<file path="src/design/shtp_pkg.sv">
package shtp_pkg;

    // ==================================================
    // Vector types
    // ==================================================
    typedef logic [7:0]         byte_t;     // One byte on the SPI link
    typedef logic signed [15:0] sample_t;   // Fixed-point sensor component
    typedef logic [14:0]        length_t;   // Packet length, continuation bit dropped
    typedef logic [7:0]         offset_t;   // Index of a payload byte

    // ==================================================
    // SHTP constants
    // ==================================================
    // Header is length LSB, length MSB, channel, sequence
    localparam length_t HEADER_BYTES   = 15'd4;
    localparam length_t MAX_PACKET_LEN = 15'd32766;    // Largest legal SHTP packet

    // Channels that carry input reports
    localparam byte_t CHANNEL_REPORTS = 8'h03;         // Normal input reports
    localparam byte_t CHANNEL_GYRO_RV = 8'h05;         // Gyro-integrated rotation vector

    // Report IDs at payload offset 0
    localparam byte_t REPORT_ID_ROTATION_VECTOR = 8'h05;
    localparam byte_t REPORT_ID_GYROSCOPE       = 8'h02;   // Calibrated gyroscope

    // Payload buffer between reader and parser
    localparam int FIFO_DEPTH  = 8;
    localparam int FIFO_ADDR_W = $clog2(FIFO_DEPTH);

endpackage

</file>
<file path="src/design/payload_fifo.sv">
`timescale 1ns/100ps

module payload_fifo (
    input  logic            clk,
    input  logic            rst_n,
    input  logic            push,
    input  shtp_pkg::byte_t push_data,
    input  logic            push_last,      // Final byte of its packet
    input  logic            pop,
    output shtp_pkg::byte_t pop_data,
    output logic            pop_last,
    output logic            not_empty,
    output logic            full
);

    import shtp_pkg::*;

    logic [8:0]             mem [FIFO_DEPTH];   // {last, data}
    logic [FIFO_ADDR_W-1:0] wr_ptr;
    logic [FIFO_ADDR_W-1:0] rd_ptr;
    logic [FIFO_ADDR_W:0]   count;              // One extra bit for the full case
    logic                   do_push;
    logic                   do_pop;

    // Status from the count
    assign full      = (count == (FIFO_ADDR_W + 1)'(FIFO_DEPTH));
    assign not_empty = (count != '0);
    assign do_push   = push && !full;           // Overflow is dropped
    assign do_pop    = pop && not_empty;

    // Head entry shows without a read cycle
    assign {pop_last, pop_data} = mem[rd_ptr];

    always_ff @(posedge clk) begin
        if (do_push) mem[wr_ptr] <= {push_last, push_data};
    end

    // Pointers wrap on their own, depth is a power of two
    always_ff @(posedge clk or negedge rst_n) begin
        if (!rst_n) begin
            wr_ptr <= '0;
            rd_ptr <= '0;
            count  <= '0;
        end else begin
            if (do_push) wr_ptr <= wr_ptr + FIFO_ADDR_W'(1);
            if (do_pop)  rd_ptr <= rd_ptr + FIFO_ADDR_W'(1);
            case ({do_push, do_pop})
                2'b10:   count <= count + (FIFO_ADDR_W + 1)'(1);
                2'b01:   count <= count - (FIFO_ADDR_W + 1)'(1);
                default: count <= count;    // Both or neither
            endcase
        end
    end

endmodule

</file>
<file path="src/design/report_parser.sv">
`timescale 1ns/100ps

module report_parser (
    input  logic              clk,
    input  logic              rst_n,
    input  shtp_pkg::byte_t   pop_data,
    input  logic              pop_last,
    input  logic              not_empty,
    input  logic              report_ready,  // System takes the held report
    output logic              pop,
    output logic              quat_valid,
    output shtp_pkg::sample_t quat_w,
    output shtp_pkg::sample_t quat_x,
    output shtp_pkg::sample_t quat_y,
    output shtp_pkg::sample_t quat_z,
    output logic              gyro_valid,
    output shtp_pkg::sample_t gyro_x,
    output shtp_pkg::sample_t gyro_y,
    output shtp_pkg::sample_t gyro_z
);

    import shtp_pkg::*;

    offset_t offset;        // Index of the byte at the FIFO head
    byte_t   report_id;
    byte_t   low_byte;      // LSB waiting for its MSB
    sample_t pair;
    logic    is_rv;
    logic    is_gyro;

    // Stall while any result is held
    assign pop     = not_empty && !quat_valid && !gyro_valid;
    assign pair    = {pop_data, low_byte};      // Little-endian
    assign is_rv   = (report_id == REPORT_ID_ROTATION_VECTOR);
    assign is_gyro = (report_id == REPORT_ID_GYROSCOPE);

    // ==================================================
    // Offset counter and result hold
    // ==================================================
    always_ff @(posedge clk or negedge rst_n) begin
        if (!rst_n) begin
            offset     <= '0;
            quat_valid <= 1'b0;
            gyro_valid <= 1'b0;
        end else begin
            if (quat_valid && report_ready) quat_valid <= 1'b0;
            if (gyro_valid && report_ready) gyro_valid <= 1'b0;
            if (pop) begin
                if (pop_last)
                    offset <= '0;                   // Next packet starts at its ID
                else if (offset != '1)
                    offset <= offset + offset_t'(1);    // Saturates on long packets
                // Last field of each report
                if (offset == offset_t'(9) && is_gyro)  gyro_valid <= 1'b1;
                if (offset == offset_t'(11) && is_rv)   quat_valid <= 1'b1;
            end
        end
    end

    // ==================================================
    // Field assembly
    // ==================================================
    // Offsets 1 to 3 are sequence, status and delay, skipped
    always_ff @(posedge clk) begin
        if (pop) begin
            case (offset)
                8'd0:                   report_id <= pop_data;
                8'd4, 8'd6, 8'd8, 8'd10: low_byte <= pop_data;
                8'd5: begin
                    if (is_rv)        quat_x <= pair;
                    else if (is_gyro) gyro_x <= pair;
                end
                8'd7: begin
                    if (is_rv)        quat_y <= pair;
                    else if (is_gyro) gyro_y <= pair;
                end
                8'd9: begin
                    if (is_rv)        quat_z <= pair;
                    else if (is_gyro) gyro_z <= pair;
                end
                8'd11: if (is_rv) quat_w <= pair;   // Real part comes last
                default: ;  // Accuracy and trailing reports ignored
            endcase
        end
    end

endmodule

</file>
<file path="src/design/sensor_hub_top.sv">
`timescale 1ns/100ps

module sensor_hub_top (
    input  logic              clk,
    input  logic              rst_n,
    input  logic              int_n,
    input  logic              spi_busy,
    input  logic              spi_rx_valid,
    input  shtp_pkg::byte_t   spi_rx_data,
    input  logic              report_ready,
    output logic              cs_n,
    output logic              spi_start,
    output logic              quat_valid,
    output shtp_pkg::sample_t quat_w,
    output shtp_pkg::sample_t quat_x,
    output shtp_pkg::sample_t quat_y,
    output shtp_pkg::sample_t quat_z,
    output logic              gyro_valid,
    output shtp_pkg::sample_t gyro_x,
    output shtp_pkg::sample_t gyro_y,
    output shtp_pkg::sample_t gyro_z
);

    import shtp_pkg::*;

    // Reader to FIFO
    logic  push;
    byte_t push_data;
    logic  push_last;
    logic  full;
    // FIFO to parser
    logic  pop;
    byte_t pop_data;
    logic  pop_last;
    logic  not_empty;

    shtp_reader u_reader (
        .clk, .rst_n, .int_n, .spi_busy, .spi_rx_valid, .spi_rx_data, .full,
        .cs_n, .spi_start, .push, .push_data, .push_last
    );

    payload_fifo u_fifo (
        .clk, .rst_n, .push, .push_data, .push_last, .pop,
        .pop_data, .pop_last, .not_empty, .full
    );

    report_parser u_parser (
        .clk, .rst_n, .pop_data, .pop_last, .not_empty, .report_ready, .pop,
        .quat_valid, .quat_w, .quat_x, .quat_y, .quat_z,
        .gyro_valid, .gyro_x, .gyro_y, .gyro_z
    );

endmodule

</file>
<file path="src/design/shtp_reader.sv">
`timescale 1ns/100ps

module shtp_reader (
    input  logic            clk,
    input  logic            rst_n,
    input  logic            int_n,          // Hub has a packet, active low
    input  logic            spi_busy,       // Master has taken the start request
    input  logic            spi_rx_valid,   // One-cycle pulse, byte finished
    input  shtp_pkg::byte_t spi_rx_data,
    input  logic            full,           // No room in the payload FIFO
    output logic            cs_n,
    output logic            spi_start,
    output logic            push,
    output shtp_pkg::byte_t push_data,
    output logic            push_last
);

    import shtp_pkg::*;

    typedef enum logic [1:0] {
        st_idle,      // Waiting for int_n
        st_header,    // Four header bytes
        st_payload,   // Payload bytes, kept or dropped
        st_done       // One cycle with cs_n high
    } state_t;

    state_t     state;
    logic       int_meta;       // First synchronizer stage
    logic       int_sync;       // Second stage, safe to use
    logic       in_flight;      // Byte started, rx_valid still due
    logic       byte_done;
    logic       can_start;
    logic [1:0] hdr_idx;        // Which header byte comes next
    length_t    length;
    length_t    remaining;      // Payload bytes still to read
    logic       keep;           // Channel carries reports
    logic       bad_length;

    // ==================================================
    // Interrupt synchronizer
    // ==================================================
    always_ff @(posedge clk or negedge rst_n) begin
        if (!rst_n) begin
            int_meta <= 1'b1;   // Idle level of int_n
            int_sync <= 1'b1;
        end else begin
            int_meta <= int_n;
            int_sync <= int_meta;
        end
    end

    // ==================================================
    // SPI byte handshake
    // ==================================================
    assign byte_done = spi_rx_valid && in_flight;   // Ignore stray pulses

    // Push in progress counts as a taken slot until full catches up
    assign can_start = (state == st_header || state == st_payload) && !cs_n &&
                       !in_flight && !full && !push;

    always_ff @(posedge clk or negedge rst_n) begin
        if (!rst_n) begin
            spi_start <= 1'b0;
            in_flight <= 1'b0;
        end else begin
            if (spi_start) begin
                if (spi_busy) spi_start <= 1'b0;    // Master saw it, release
            end else if (can_start) begin
                spi_start <= 1'b1;                  // Held until busy
                in_flight <= 1'b1;
            end
            if (byte_done) in_flight <= 1'b0;
        end
    end

    // ==================================================
    // Packet FSM
    // ==================================================
    assign bad_length = (length <= HEADER_BYTES) || (length > MAX_PACKET_LEN);

    always_ff @(posedge clk or negedge rst_n) begin
        if (!rst_n) begin
            state     <= st_idle;
            cs_n      <= 1'b1;
            hdr_idx   <= 2'd0;
            length    <= '0;
            remaining <= '0;
            keep      <= 1'b0;
            push      <= 1'b0;
        end else begin
            push <= 1'b0;   // Single-cycle strobe
            case (state)
                st_idle: begin
                    hdr_idx <= 2'd0;
                    if (!int_sync) begin
                        cs_n  <= 1'b0;      // Select the hub
                        state <= st_header;
                    end
                end
                st_header: begin
                    if (byte_done) begin
                        hdr_idx <= hdr_idx + 2'd1;
                        case (hdr_idx)
                            2'd0: length[7:0]  <= spi_rx_data;
                            2'd1: length[14:8] <= spi_rx_data[6:0];  // Bit 15 is continuation
                            2'd2: keep <= (spi_rx_data == CHANNEL_REPORTS) ||
                                          (spi_rx_data == CHANNEL_GYRO_RV);
                            default: begin
                                // Sequence byte, length is complete now
                                remaining <= length - HEADER_BYTES;
                                if (bad_length) begin
                                    cs_n  <= 1'b1;  // Nothing more to clock
                                    state <= st_done;
                                end else begin
                                    state <= st_payload;
                                end
                            end
                        endcase
                    end
                end
                st_payload: begin
                    if (byte_done) begin
                        push      <= keep;  // Other channels are read and dropped
                        remaining <= remaining - length_t'(1);
                        if (remaining == length_t'(1)) begin
                            cs_n  <= 1'b1;
                            state <= st_done;
                        end
                    end
                end
                default: state <= st_idle;  // st_done, gap before next packet
            endcase
        end
    end

    // Payload byte and its end flag, valid with push
    always_ff @(posedge clk) begin
        if (state == st_payload && byte_done) begin
            push_data <= spi_rx_data;
            push_last <= (remaining == length_t'(1));
        end
    end

endmodule

</file>
<file path="config.mk">
export PLATFORM = sky130hd
export DESIGN_NAME = sensor_hub_top
export DESIGN_NICKNAME = d
export VERILOG_FILES = /design/src/design/shtp_pkg.sv /design/src/design/payload_fifo.sv /design/src/design/report_parser.sv /design/src/design/sensor_hub_top.sv /design/src/design/shtp_reader.sv
export SDC_FILE = /design/constraint.sdc
export NUM_CORES = 1
export LEC_CHECK = 0
export ABC_AREA = 0
export BUFFER_PORTS_ARGS = -buffer_cell sky130_fd_sc_hd__buf_2
export CORE_ASPECT_RATIO = 0.7
export CORE_MARGIN = 2
export CORE_UTILIZATION = 55
export DETAILED_ROUTE_END_ITERATION = 7
export PLACE_DENSITY = 0.88
export SLEW_MARGIN = 20
export SYNTH_ARGS = -nofsm -noshare
export SYNTH_HDL_FRONTEND = slang
export SYNTH_SLANG_ARGS = --single-unit
export TNS_END_PERCENT = 5
</file>
<file path="constraint.sdc">
create_clock -name clk -period 6.91 [get_ports clk]
set_input_delay 1.0365 -clock clk [delete_from_list [all_inputs] [get_ports clk]]
set_output_delay 1.0365 -clock clk [all_outputs]
set_load 0.005 [all_outputs]
</file>
# Word-level counts from Yosys, hierarchy flattened
# Memory sizes are Yosys's and may differ from the RTL's.
# Cells that the tools add are included.
# totals
ff_bits	198
latch_bits	0
mem_bits_rw	72
romBits	0
in_bits	14
word_cells	161
n_memories	1
# mem_list
memory	words	width	rd	rd_ports_with_merged_regs	wr	line	source
u_fifo.mem	8	9	1	0	1	payload_fifo.sv:18	logic [8:0] mem [FIFO_DEPTH];
# classes
addsub	8
n_mul	0
n_div	0
n_lt_le_gt_ge	2
eq_ne	28
shifts	0
muxes	39
bitwise	1
n_reduce_logical	53
# op_table
operator	count
equality test 8 x 3 -> 1 bit (second input constant)	6
two-way mux 15 bit	3
equality test 8 x 4 -> 1 bit (second input constant)	4
case mux 15 bit (2 select lines)	1
two-way mux 1 bit	23
AND reduction 3 bit	7
equality test 8 x 2 -> 1 bit (second input constant)	2
two-way mux 8 bit	2
AND reduction 4 bit	4
equality test 15 x 1 -> 1 bit (second input constant)	1
greater-than comparator 15 bit (second input constant)	1
<= comparator 15 x 3 -> 1 bit (second input constant)	1
subtractor 15 x 1 -> 15 bit (second input constant)	1
subtractor 15 x 3 -> 15 bit (second input constant)	1
logical AND 1 bit	14
two-way mux 2 bit	6
AND reduction 2 bit	5
nonzero test 2 bit	5
adder 8 x 1 -> 8 bit (second input constant)	1
zero test 8 bit	1
!= test 2 bit (second input constant)	4
!= test 8 bit (second input constant)	1
case mux 4 bit (2 select lines)	1
AND reduction 7 bit	1
20 further kinds	35

# Depth between registers and ports, before layout
# Gate-level depths: netlist of run 1.
# logic_depth
ltp_word	9
ltp_mapped	11
mapped_depth_nobuf	10

# Cells and area by module
# Synthesis of run 1 repeated with hierarchy kept, for this count alone.
# hier_totals
cells_unflattened	654
hier_area_um2	10816.6
# modules_own_cells
module	instances	cells_each	area_each_um2	seq_area_each_um2
report_parser	1	216	4630.7	4093.9
payload_fifo	1	168	3435.8	2412.3
shtp_reader	1	270	2750.1	1300.0

# Worst setup path after synthesis of run 1
# Ideal clock, no wire load.
# synth_path
path_kind	flip-flop to flip-flop
start	reg u_fifo.count[1]
end	reg u_fifo.count[2]
setup_ps	125
arrival_ps	2391
slack_ps	4394
stages_incl_launch_ff	12
n_path_buf	1
period_less_slack_ps	2516
cell_sequence	dfrtp_1 > buf_2 > or4_1 > nand3_1 > inv_1 > ha_1 > xor2_1 > ha_1 > a21oi_1 > xor2_1 > nor2_1 > xor2_1
# synth_between
elab_chain_cells	6
word_cells_on_any_way	13
classes_between	add/sub (2); eq/ne (3); mux (1); reduce/logical (7)
# synth_lines
element	line	source
from (decl)	payload_fifo.sv:21	logic [FIFO_ADDR_W:0] count;
from (signal assigned)	payload_fifo.sv:48	2'b10: count <= count + (FIFO_ADDR_W + 1)'(1);
from (signal assigned)	payload_fifo.sv:49	2'b01: count <= count - (FIFO_ADDR_W + 1)'(1);
from (signal assigned)	payload_fifo.sv:50	default: count <= count;
nonzero test 4 bit (*)	payload_fifo.sv:27	assign not_empty = (count != '0);
logical AND 1 bit (2 in series)	report_parser.sv:32	assign pop = not_empty && !quat_valid && !gyro_valid;
logical AND 1 bit (*)	payload_fifo.sv:29	assign do_pop = pop && not_empty;
named net u_fifo.do_pop	payload_fifo.sv:23	logic do_pop;
equality test 2 x 1 -> 1 bit / equality test 2 bit (equally long branches)	payload_fifo.sv:47	case ({do_push, do_pop})
case mux 4 bit (2 select lines) / nonzero test 2 bit (equally long branches)	--	
# Mark *: on every way through the listed nets, which the timed path passes. The rest lies on a longest branch.
# A chain may end at the register's enable or synchronous reset.

# Final worst setup path of run 1
# layout_path
start	reg u_reader.state[0]
end	reg u_reader.remaining[13]
# layout_between
elab_chain_cells	3
word_cells_on_any_way	8
classes_between	eq/ne (5); mux (1); reduce/logical (2)
# layout_lines
element	line	source
from (decl)	shtp_reader.sv:27	state_t state;
from (signal assigned)	shtp_reader.sv:83	state <= st_idle;
from (signal assigned)	shtp_reader.sv:97	state <= st_header;
from (signal assigned)	shtp_reader.sv:113	state <= st_done;
equality test 2 x 1 -> 1 bit / equality test 2 bit (equally long branches)	shtp_reader.sv:92	case (state)
!= test 2 x 1 -> 1 bit (no line) (tied with other cells)	--	
AND reduction 4 bit (no line)	--	
to (signal assigned)	shtp_reader.sv:110	remaining <= length - HEADER_BYTES;
to (signal assigned)	shtp_reader.sv:124	remaining <= remaining - length_t'(1);
to (decl)	shtp_reader.sv:35	length_t remaining;
# Several ways; a longest one is shown, not always the timed one.

==> metrics.cfg, run 1 <==
[global_routing]
grt.total_usage_pct=24.0
met2_usage_pct=38.6
grt_use_met1_pct=32.8
first_global_vias=6241
grt_util_met3_pct=4.78
grt_pass1_wl_um=36700
grt_max_degree=62
grt_busiest_layer=met2
antenna_found_initial=0
overflow=0

[logic_synthesis]
yosys-top-cells-area=edfxtp_1, dfrtp_1, mux4_2
ys_seq_elements=270
synth_edf_count=209
yosys_warnings=0
synth_area_mm2=0.0105
synthCells=639
yosys_most_used_dff=edfxtp_1
async_reset_ff_share_pct=22.6
synthDistinctLibCells=51
yosysTopAreaCell=edfxtp_1
yosysSeqAreaShare_pct=74.2
syn_avg_cell_area_um2=16.5
yosys-top-cells-count=edfxtp_1, dfrtp_1, nand2_1
syn_nets=674
yosysTopAreaCellShare_pct=59.7
synth.most_common_cell=edfxtp_1

[timing]
setup_viol=0
report.final.slew_viol_count=0
rsz0062_at_grt=false
skew_ns=0.0198
fin_ws_ns=4.16
hold_viol=0
worstMarginPinSlew_ns=1.07
period_minus_slack_ns=2.75
max_freq_mhz=364
slew_headroom_pct=28.4
setup_tns_ns=0
period_share_pct=39.8

[detailed_routing]
drt-pass1-iter-count=5
post_drt_wl_per_cell_um=22.7
wl_um=24000
drt_iter0_drc=730
ant_nets=0
vias=6375
routed_via_density=6.05
drc_errors=0

[worst_setup_path]
worstPathArrival_ns=3.19
cp.required_ns=7.35
crit_type=register to register
critPathLaunch=u_reader.state[0]
ff2ff_setup_slack_ns=4.16
rr_endpoint=u_reader.remaining[13]
cp-end-kind=register
r2r_cells=8
cp-start-kind=register
r2r_start=u_reader.state[0]
cp_max_fo=26

[hold_path]
min_path_type=register to register
whs_endpoint=u_reader.int_sync
min-delay-start=u_reader.int_meta
hold_depth=0

[cts]
clk_latency_ns=0.53
cts_setup_buffers=0
cts.htree.levels=1
cts.repair.resized=0
clk_pin_slew_worst_paths_ns=0.06
cts_tree=done
cts_made_buffers=25
clk_path_buf_depth=3
hold_buffers=0
clock_tree.root_cell=clkbuf_16
clkSinkCount=270

[power]
p_leak_nw=4.56
ir_drop_mv=0.303
power_density_mw_per_mm2=400

[placed_design]
gp_congestion=0.895
dp_hpwl_um=15200
dpl_worst_slack_ns=4.23
dp.cells=1008
numPortBuffers=129
dpl_cell_area_mm2=0.0115

[die]
die_x_um=169
ios=130
num_rows=42
die_h_um=120
initial_utilization_pct=55.9
core-area_mm2=0.0188
fp.dieArea_mm2=0.0203

[status]
status=finished, final reports clean

[finish]
layoutNonFillerInstCount=1054
nNetsFinal=828
layout-drive-gt1-share_pct=30.0
area_growth_pct=17.6
final_core_util_pct=65.7
antenna_cells=0
final_area_mm2=0.0124

[job]
drv_cap=0

[routing by layer]
metal | up-vias | share of wire, %
li1 | 2762 | -
met2 | 396 | 48
met5 | - | 0
met3 | 75 | 9.2
met1 | 3142 | 39
met4 | 0 | 3.9
[cell type report]
type	instances	area (µm²)
Clock inverter	15	163
Multi-Input combinational cell	330	2600
Sequential cell	270	7810
Clock buffer	31	648
Fill cell	1231	6450
Inverter	22	82.6
Timing Repair Buffer	144	758
Tap cell	242	303
[how the worst max path moves through the flow]
| stage | endpoint | slack, ns |
|---|---|---|
| 5_1_grt | u_reader.remaining[6] | 3.98 |
| 3_5_place_dp | u_reader.remaining[13] | 4.23 |
| 2_1_floorplan | u_fifo.count[2] | 4.39 |
| 3_3_place_gp | u_fifo.count[2] | 4.29 |
| 6_report | u_reader.remaining[13] | 4.16 |
| 4_1_cts | u_reader.remaining[13] | 4.20 |
[cells in the final DEF, fill, tap and decap left out, types with 3 or more instances in the layout]
master     count
and2_1         3
nor3_1        16
edfxtp_1     209
nor4_1         7
nand3_1       14
dfstp_2        3
nand3b_1       3
buf_4         15
or3_1          4
mux4_2        18
nand2b_1       4
dfrtp_1       58
mux2i_1        5
nor2_1        33
bufinv_16      3
o21ai_0       31
or2_2          3
a21oi_1       12
clkbuf_1       6
nor3b_1        3
o22ai_1        5
mux2_2        25
inv_1         22
clkbuf_16     25
a211oi_1       3
clkinv_1       5
xnor2_1       17
o2bb2ai_1      5
ha_1          21
buf_2        129
xor2_1         9
nor3_2         3
nand4_1       16
nand2_1       34
or4_1          5
[through the flow]
stage,hold WS (ns),power (mW)
floorplan,0.345,3.18
global placement,0.346,3.46
detailed placement,0.351,3.54
CTS,0.360,4.93
global route,0.368,5.16
finish,0.358,4.95
[sequential cells by signal (all words and copies together) (netlist names), 2 cells and up]
signal,cells
u_fifo.mem,72
u_parser.gyro_x,16
u_parser.gyro_y,16
u_parser.gyro_z,16
u_parser.quat_w,16
u_parser.quat_x,16
u_parser.quat_y,16
u_parser.quat_z,16
u_reader.length,15
u_reader.remaining,15
u_parser.low_byte,8
u_parser.offset,8
u_parser.report_id,8
u_reader.push_data,8
u_fifo.count,4
u_fifo.rd_ptr,3
u_fifo.wr_ptr,3
u_reader.hdr_idx,2
u_reader.state,2
[critical path, stage by stage (launching register included)]
cell and delay, ns:
dfrtp_1 0.41, inv_1 0.10, ha_1 0.82, a21boi_0 0.24, o21ai_0 0.09, buf_4 0.19, and2_1 0.35, and4_1 0.30
nor3_1 0.17
[logic make-up after synthesis]
| group | Yosys count | share of synthesized area (%) |
|---|---|---|
| multiplexers | 49 | 7.15 |
| AND/OR/NAND/NOR | 164 | 8.23 |
| buffers and inverters | 39 | 1.43 |
| adder cells (fa/ha/maj) | 21 | 2.50 |
| flip-flops | 270 | 74.2 |
| XOR/XNOR | 26 | 2.17 |
| AO/OA/AOI/OAI | 70 | 4.28 |
[power breakdown]
part           internal [mW]  total [mW]  switching (mW)
clock network          0.784        1.36           0.579
logic                  0.516        1.24           0.721
registers               2.07        2.34           0.280
total                   3.36        4.95            1.58
No activity file was read; power rests on OpenSTA's default activity.
==> run 2, diff against run 1 <==
- ABC_AREA: 0 -> 1
- CORE_UTILIZATION: 55 -> 52
- PLACE_DENSITY: 0.88 -> 0.87
- clock period: 6.91 -> 2.4 ns (I/O delays scaled with it)
==> run 2 against run 1 <==
Combinational power rose to 3.4 times the previous value. Routed wire length up 6.0%. Hold slack worse by 0.33 ns. Die area up 9.5%. Largest cell class unchanged. Clock power rose to 2.9 times the previous value. Register-to-register slack worse by 3.9 ns.
==> metrics.cfg, run 2 <==
[status]
status=finished, final reports clean

[placed_design]
gp_congestion=0.904
dp_hpwl_um=16200
dp.cells=1306
numPortBuffers=129
dpl_cell_area_mm2=0.0120

[cts]
cts_made_buffers=25
cts.repair.resized=0
cts_tree=done
cts.htree.levels=1
cts_setup_buffers=0
clk_latency_ns=0.52
clkSinkCount=270
hold_buffers=2
clock_tree.root_cell=clkbuf_16
clk_pin_slew_worst_paths_ns=0.06
clk_path_buf_depth=3

[logic_synthesis]
yosysTopAreaCell=edfxtp_1
synthCells=896
syn_avg_cell_area_um2=12.2
yosysSeqAreaShare_pct=71.5
syn_nets=931
yosysTopAreaCellShare_pct=57.5
synth.most_common_cell=edfxtp_1
yosys-top-cells-count=edfxtp_1, nand2_1, nor2_1
yosys-top-cells-area=edfxtp_1, dfrtp_1, nand2_1
yosys_warnings=0
synthDistinctLibCells=41
synth_area_mm2=0.0109
async_reset_ff_share_pct=22.6
ys_seq_elements=270
synth_edf_count=209
yosys_most_used_dff=edfxtp_1

[power]
finalPower_mw=14.7
intPower_mw=9.48
swShare_pct=35.3
seqPwrFrac_pct=45.0
switchingPower_mw=5.18
ir_drop_mv=0.634
combPwrFrac_pct=28.6
p_clk_share_pct=26.4
p_leak_nw=5.09
power_density_mw_per_mm2=1140

[worst_setup_path]
cp-end-kind=register
cp_max_fo=17
critical-path-max-stage-delay_ns=0.39
cp.required_ns=2.85
critPathSlowestCell=dfrtp_1
crit_type=register to register
cp_cell_sequence=inv_1 > ha_1 > o21ai_2 > nand2_2 > nor2_4 > inv_2 > a21oi_1 > o21ai_1 > nand2_1
cp-start-kind=register
cp_top_family=compound AO/OA/AOI/OAI gates
worstPathArrival_ns=2.61
crit_buf_inv=2

[finish]
final_area_mm2=0.0128
layout-drive-gt1-share_pct=20.8
layoutNonFillerInstCount=1352
antenna_cells=0
largest_reg_flops=72
layout_common_cells=edfxtp_1, nand2_1, buf_2
nNetsFinal=1094
layout_commonest_cell=edfxtp_1
area_growth_pct=17.5
regMostFlops=u_fifo.mem

[die]
fp.dieArea_mm2=0.0222
die_h_um=125
die_x_um=177
ios=130
initial_utilization_pct=52.9
core-area_mm2=0.0206
num_rows=44

[timing]
rsz0062_at_grt=false
skew_ns=0.0145
slew_headroom_pct=54.5
max_freq_mhz=463
period_minus_slack_ns=2.16
hold_viol=0
period_share_pct=90.0
setup_viol=0
worstMarginPinSlew_ns=0.682
report.final.slew_viol_count=0

[job]
drv_cap=0

[global_routing]
grt_pass1_wl_um=40100
antenna_found_initial=0
grt_max_degree=38
grt_busiest_layer=met2
grt_util_met3_pct=3.59
grt.total_usage_pct=23.3
grt_use_met1_pct=33.6
first_global_vias=7365
met2_usage_pct=36.2
overflow=0

[detailed_routing]
post_drt_wl_per_cell_um=18.8
vias=7673
drt_iter0_drc=963
routed_via_density=5.68
ant_nets=0
drt-pass1-iter-count=5
drc_errors=0
wl_um=25400

[hold_path]
min_path_type=input port to register

-- run 2: cell types whose count changed after synthesis, moves of 6 or more --
cell,change
nor2_2,+6
mux4_2,-18
o21ai_0,+47
o22ai_1,+13
nor3_1,-11
nand3_1,+42
nor2_1,+73
inv_1,+44
mux2_2,-24
xnor2_1,-16
nand2_1,+134
-- run 2: path summary, 6_finish.rpt --
path	start	end	slack, ns	cells past startpoint
setup / recovery	u_reader.state[1]	u_reader.remaining[10]	0.24	9
hold / removal	spi_busy	u_reader.spi_start	0.02	2
setup reg to reg	u_reader.state[1]	u_reader.remaining[10]	0.24	9
hold reg to reg	u_reader.int_meta	u_reader.int_sync	0.35	0
max in group asynchronous	rst_n	u_reader.int_meta	1.30	3
min in group asynchronous	rst_n	u_reader.length[12]	0.42	2
-- run 2: final cells by class --
type	count	area, µm²
clock buffer	27	633
inverter	71	269
sequential	270	7810
fill	1486	7830
timing repair buffer	157	873
tap	276	345
clock inverter	17	166
multi-input combinational	534	2730
-- run 2: power groups by stage --
| stage | clock [mW] | combinational, mW | sequential (mW) |
|---|---|---|---|
| 3_5_place_dp | 0 | 4.03 | 6.64 |
| 5_1_grt | 4.12 | 4.72 | 6.66 |
| 3_3_place_gp | 0 | 3.85 | 6.63 |
| 4_1_cts | 3.93 | 4.11 | 6.57 |
| 2_1_floorplan | 0 | 3.05 | 6.46 |
| 6_report | 3.88 | 4.19 | 6.59 |
-- run 2: kinds of logic after synthesis --
group,count (synthesis),share of synthesized area [%]
multiplexers,1,0.103
XOR/XNOR,13,1.04
adder cells (fa/ha/maj),21,2.41
AO/OA/AOI/OAI,116,5.76
flip-flops,270,71.5
AND/OR/NAND/NOR,383,15.6
buffers and inverters,92,3.58
-- run 2: stage by stage --
stage / util (%) / hold WS, ns / setup WS (ns) / TNS [ns]
after global routing: 62.1 / 0.0196 / 0.136 / 0
after CTS: 62.1 / 0.0171 / 0.314 / 0
after floorplan: - / 0.0644 / -0.0859 / -2.75
after detailed placement: 58.1 / 0.347 / 0.333 / 0
after global placement: 58.1 / 0.346 / 0.379 / 0
final: 62.1 / 0.0241 / 0.241 / 0
-- run 2: layer usage --
metal / wire length, µm / up-vias
li1: - / 3446
met1: 10300 / 3659
met2: 11800 / 483
met3: 2390 / 85
met4: 869 / 0
met5: 0 / -
==> run 3, diff against run 2 <==
- CORE_ASPECT_RATIO: 0.7 -> not set
==> run 3 against run 2 <==
Critical endpoint is now u_fifo.count[2]. Clock skew increased by 0.0097 ns. Hold slack improved by 0.016 ns. Register-to-register slack improved by 0.06 ns. Routed wire length decreased by 3.7%.
==> metrics.cfg, run 3 (synthesis gave the netlist of run 2 again) <==
[finish]
regMostFlops=u_fifo.mem
area_growth_pct=17.9
multiInputGateArea_mm2=0.00273
layout_commonest_cell=edfxtp_1
seq_area_mm2=0.00781
final_core_util_pct=63.0
layout-drive-gt1-share_pct=21.1
largest_reg_flops=72
layout_common_cells=edfxtp_1, nand2_1, buf_2
final_area_mm2=0.0129
nFillCells=1431
nNetsFinal=1097
antenna_cells=0

[global_routing]
grt.total_usage_pct=22.0
antenna_found_initial=0
grt_pass1_wl_um=38000
first_global_vias=7133
grt_max_degree=49
overflow=0

[timing]
skew_ns=0.0242
report.final.slew_viol_count=0
period_share_pct=87.5
slew_headroom_pct=59.9
max_freq_mhz=476
period_minus_slack_ns=2.10
rsz0062_at_grt=false
setup_viol=0
hold_viol=0
worstMarginPinSlew_ns=0.601

[cts]
cts_tree=done
cts_made_buffers=26
clkSinkCount=270
cts.htree.levels=1
clk_pin_slew_worst_paths_ns=0.06
clock_tree.root_cell=clkbuf_16
clk_latency_ns=0.54
clk_path_buf_depth=3
cts_setup_buffers=0

[worst_setup_path]
cp_max_fo=14
worstPathArrival_ns=2.55
cp-start-kind=register
cp.required_ns=2.85
crit_type=register to register
cp-end-kind=register

[die]
num_rows=52
die_h_um=149
core-area_mm2=0.0204
ios=130
die_x_um=149
fp.dieArea_mm2=0.0222
initial_utilization_pct=53.4

[detailed_routing]
wl_um=24500
drc_errors=0
drt-pass1-iter-count=5
routed_via_density=5.54
vias=7496
drt_iter0_drc=794
post_drt_wl_per_cell_um=18.1
ant_nets=0

[hold_path]
min_path_type=input port to register

[status]
status=finished, final reports clean

[job]
drv_cap=0

[power]
power_density_mw_per_mm2=1140
finalPower_mw=14.7
ir_drop_mv=0.704
p_leak_nw=5.12

[placed_design]
dpl_cell_area_mm2=0.0120
gp_congestion=0.944
dp_hpwl_um=15500
numPortBuffers=129

-- run 3: changes by cell type in the layout (fill, tap and decap cells not counted), moves of 2 or more --
cell,before,now
clkbuf_1,2,12
clkinv_1,10,1
clkbuf_8,0,4
bufinv_16,3,1
clkbuf_16,25,27
-- run 3: power breakdown --
group	switching, mW	internal (mW)	leakage (nW)
sequential	0.565	6.02	2.64
clock	1.64	2.31	0.408
combinational	2.90	1.24	2.07
-- run 3: layout make-up --
class	instances	area share, %
Tap cell	270	2.63
Multi-Input combinational cell	534	21.2
Inverter	71	2.09
Timing Repair Buffer	159	6.92
Clock buffer	43	6.03
Clock inverter	5	0.476
Sequential cell	270	60.7
-- run 3: timing repair --
action | CTS | global route
resized for setup | 0 | 0
hold endpoints to repair | 15 | 0
hold buffers | 3 | 0
-- run 3: through the flow --
stage	hold slack, ns	cells	setup TNS [ns]	setup WS [ns]
4_1_cts	0.0260	1352	0	0.309
3_3_place_gp	0.278	1301	0	0.396
6_report	0.0406	1352	0	0.300
2_1_floorplan	0.0644	896	-2.75	-0.0859
5_1_grt	0.0263	1352	0	0.133
3_5_place_dp	0.282	1301	0	0.323
-- run 3: path summary, 6_finish.rpt --
path | slack [ns] | cells after the start | startpoint | to
hold / removal | 0.04 | 2 | report_ready | u_parser.gyro_valid
min in group asynchronous | 0.28 | 2 | rst_n | u_reader.remaining[10]
hold reg to reg | 0.35 | 0 | u_reader.int_meta | u_reader.int_sync
max in group asynchronous | 1.50 | 3 | rst_n | u_reader.cs_n
setup / recovery | 0.30 | 10 | u_fifo.count[0] | u_fifo.count[2]
setup reg to reg | 0.30 | 10 | u_fifo.count[0] | u_fifo.count[2]
-- run 3: layer usage --
metal,GRT usage [%],share of wire [%],vias up
li1,-,-,3435
met1,26.9,37,3581
met2,40.2,52,426
met3,3.18,8.4,54
met4,7.62,2.7,0
met5,0,0,-
-- run 3: critical path: stages (launching register included) --
cell and delay, ns:
dfrtp_1 0.44, nor2_2 0.16, nand3_2 0.11, nand3_4 0.12, inv_4 0.11, ha_1 0.27
xor2_1 0.25, ha_1 0.20, a21oi_1 0.05, xor2_1 0.16, o21ai_0 0.16
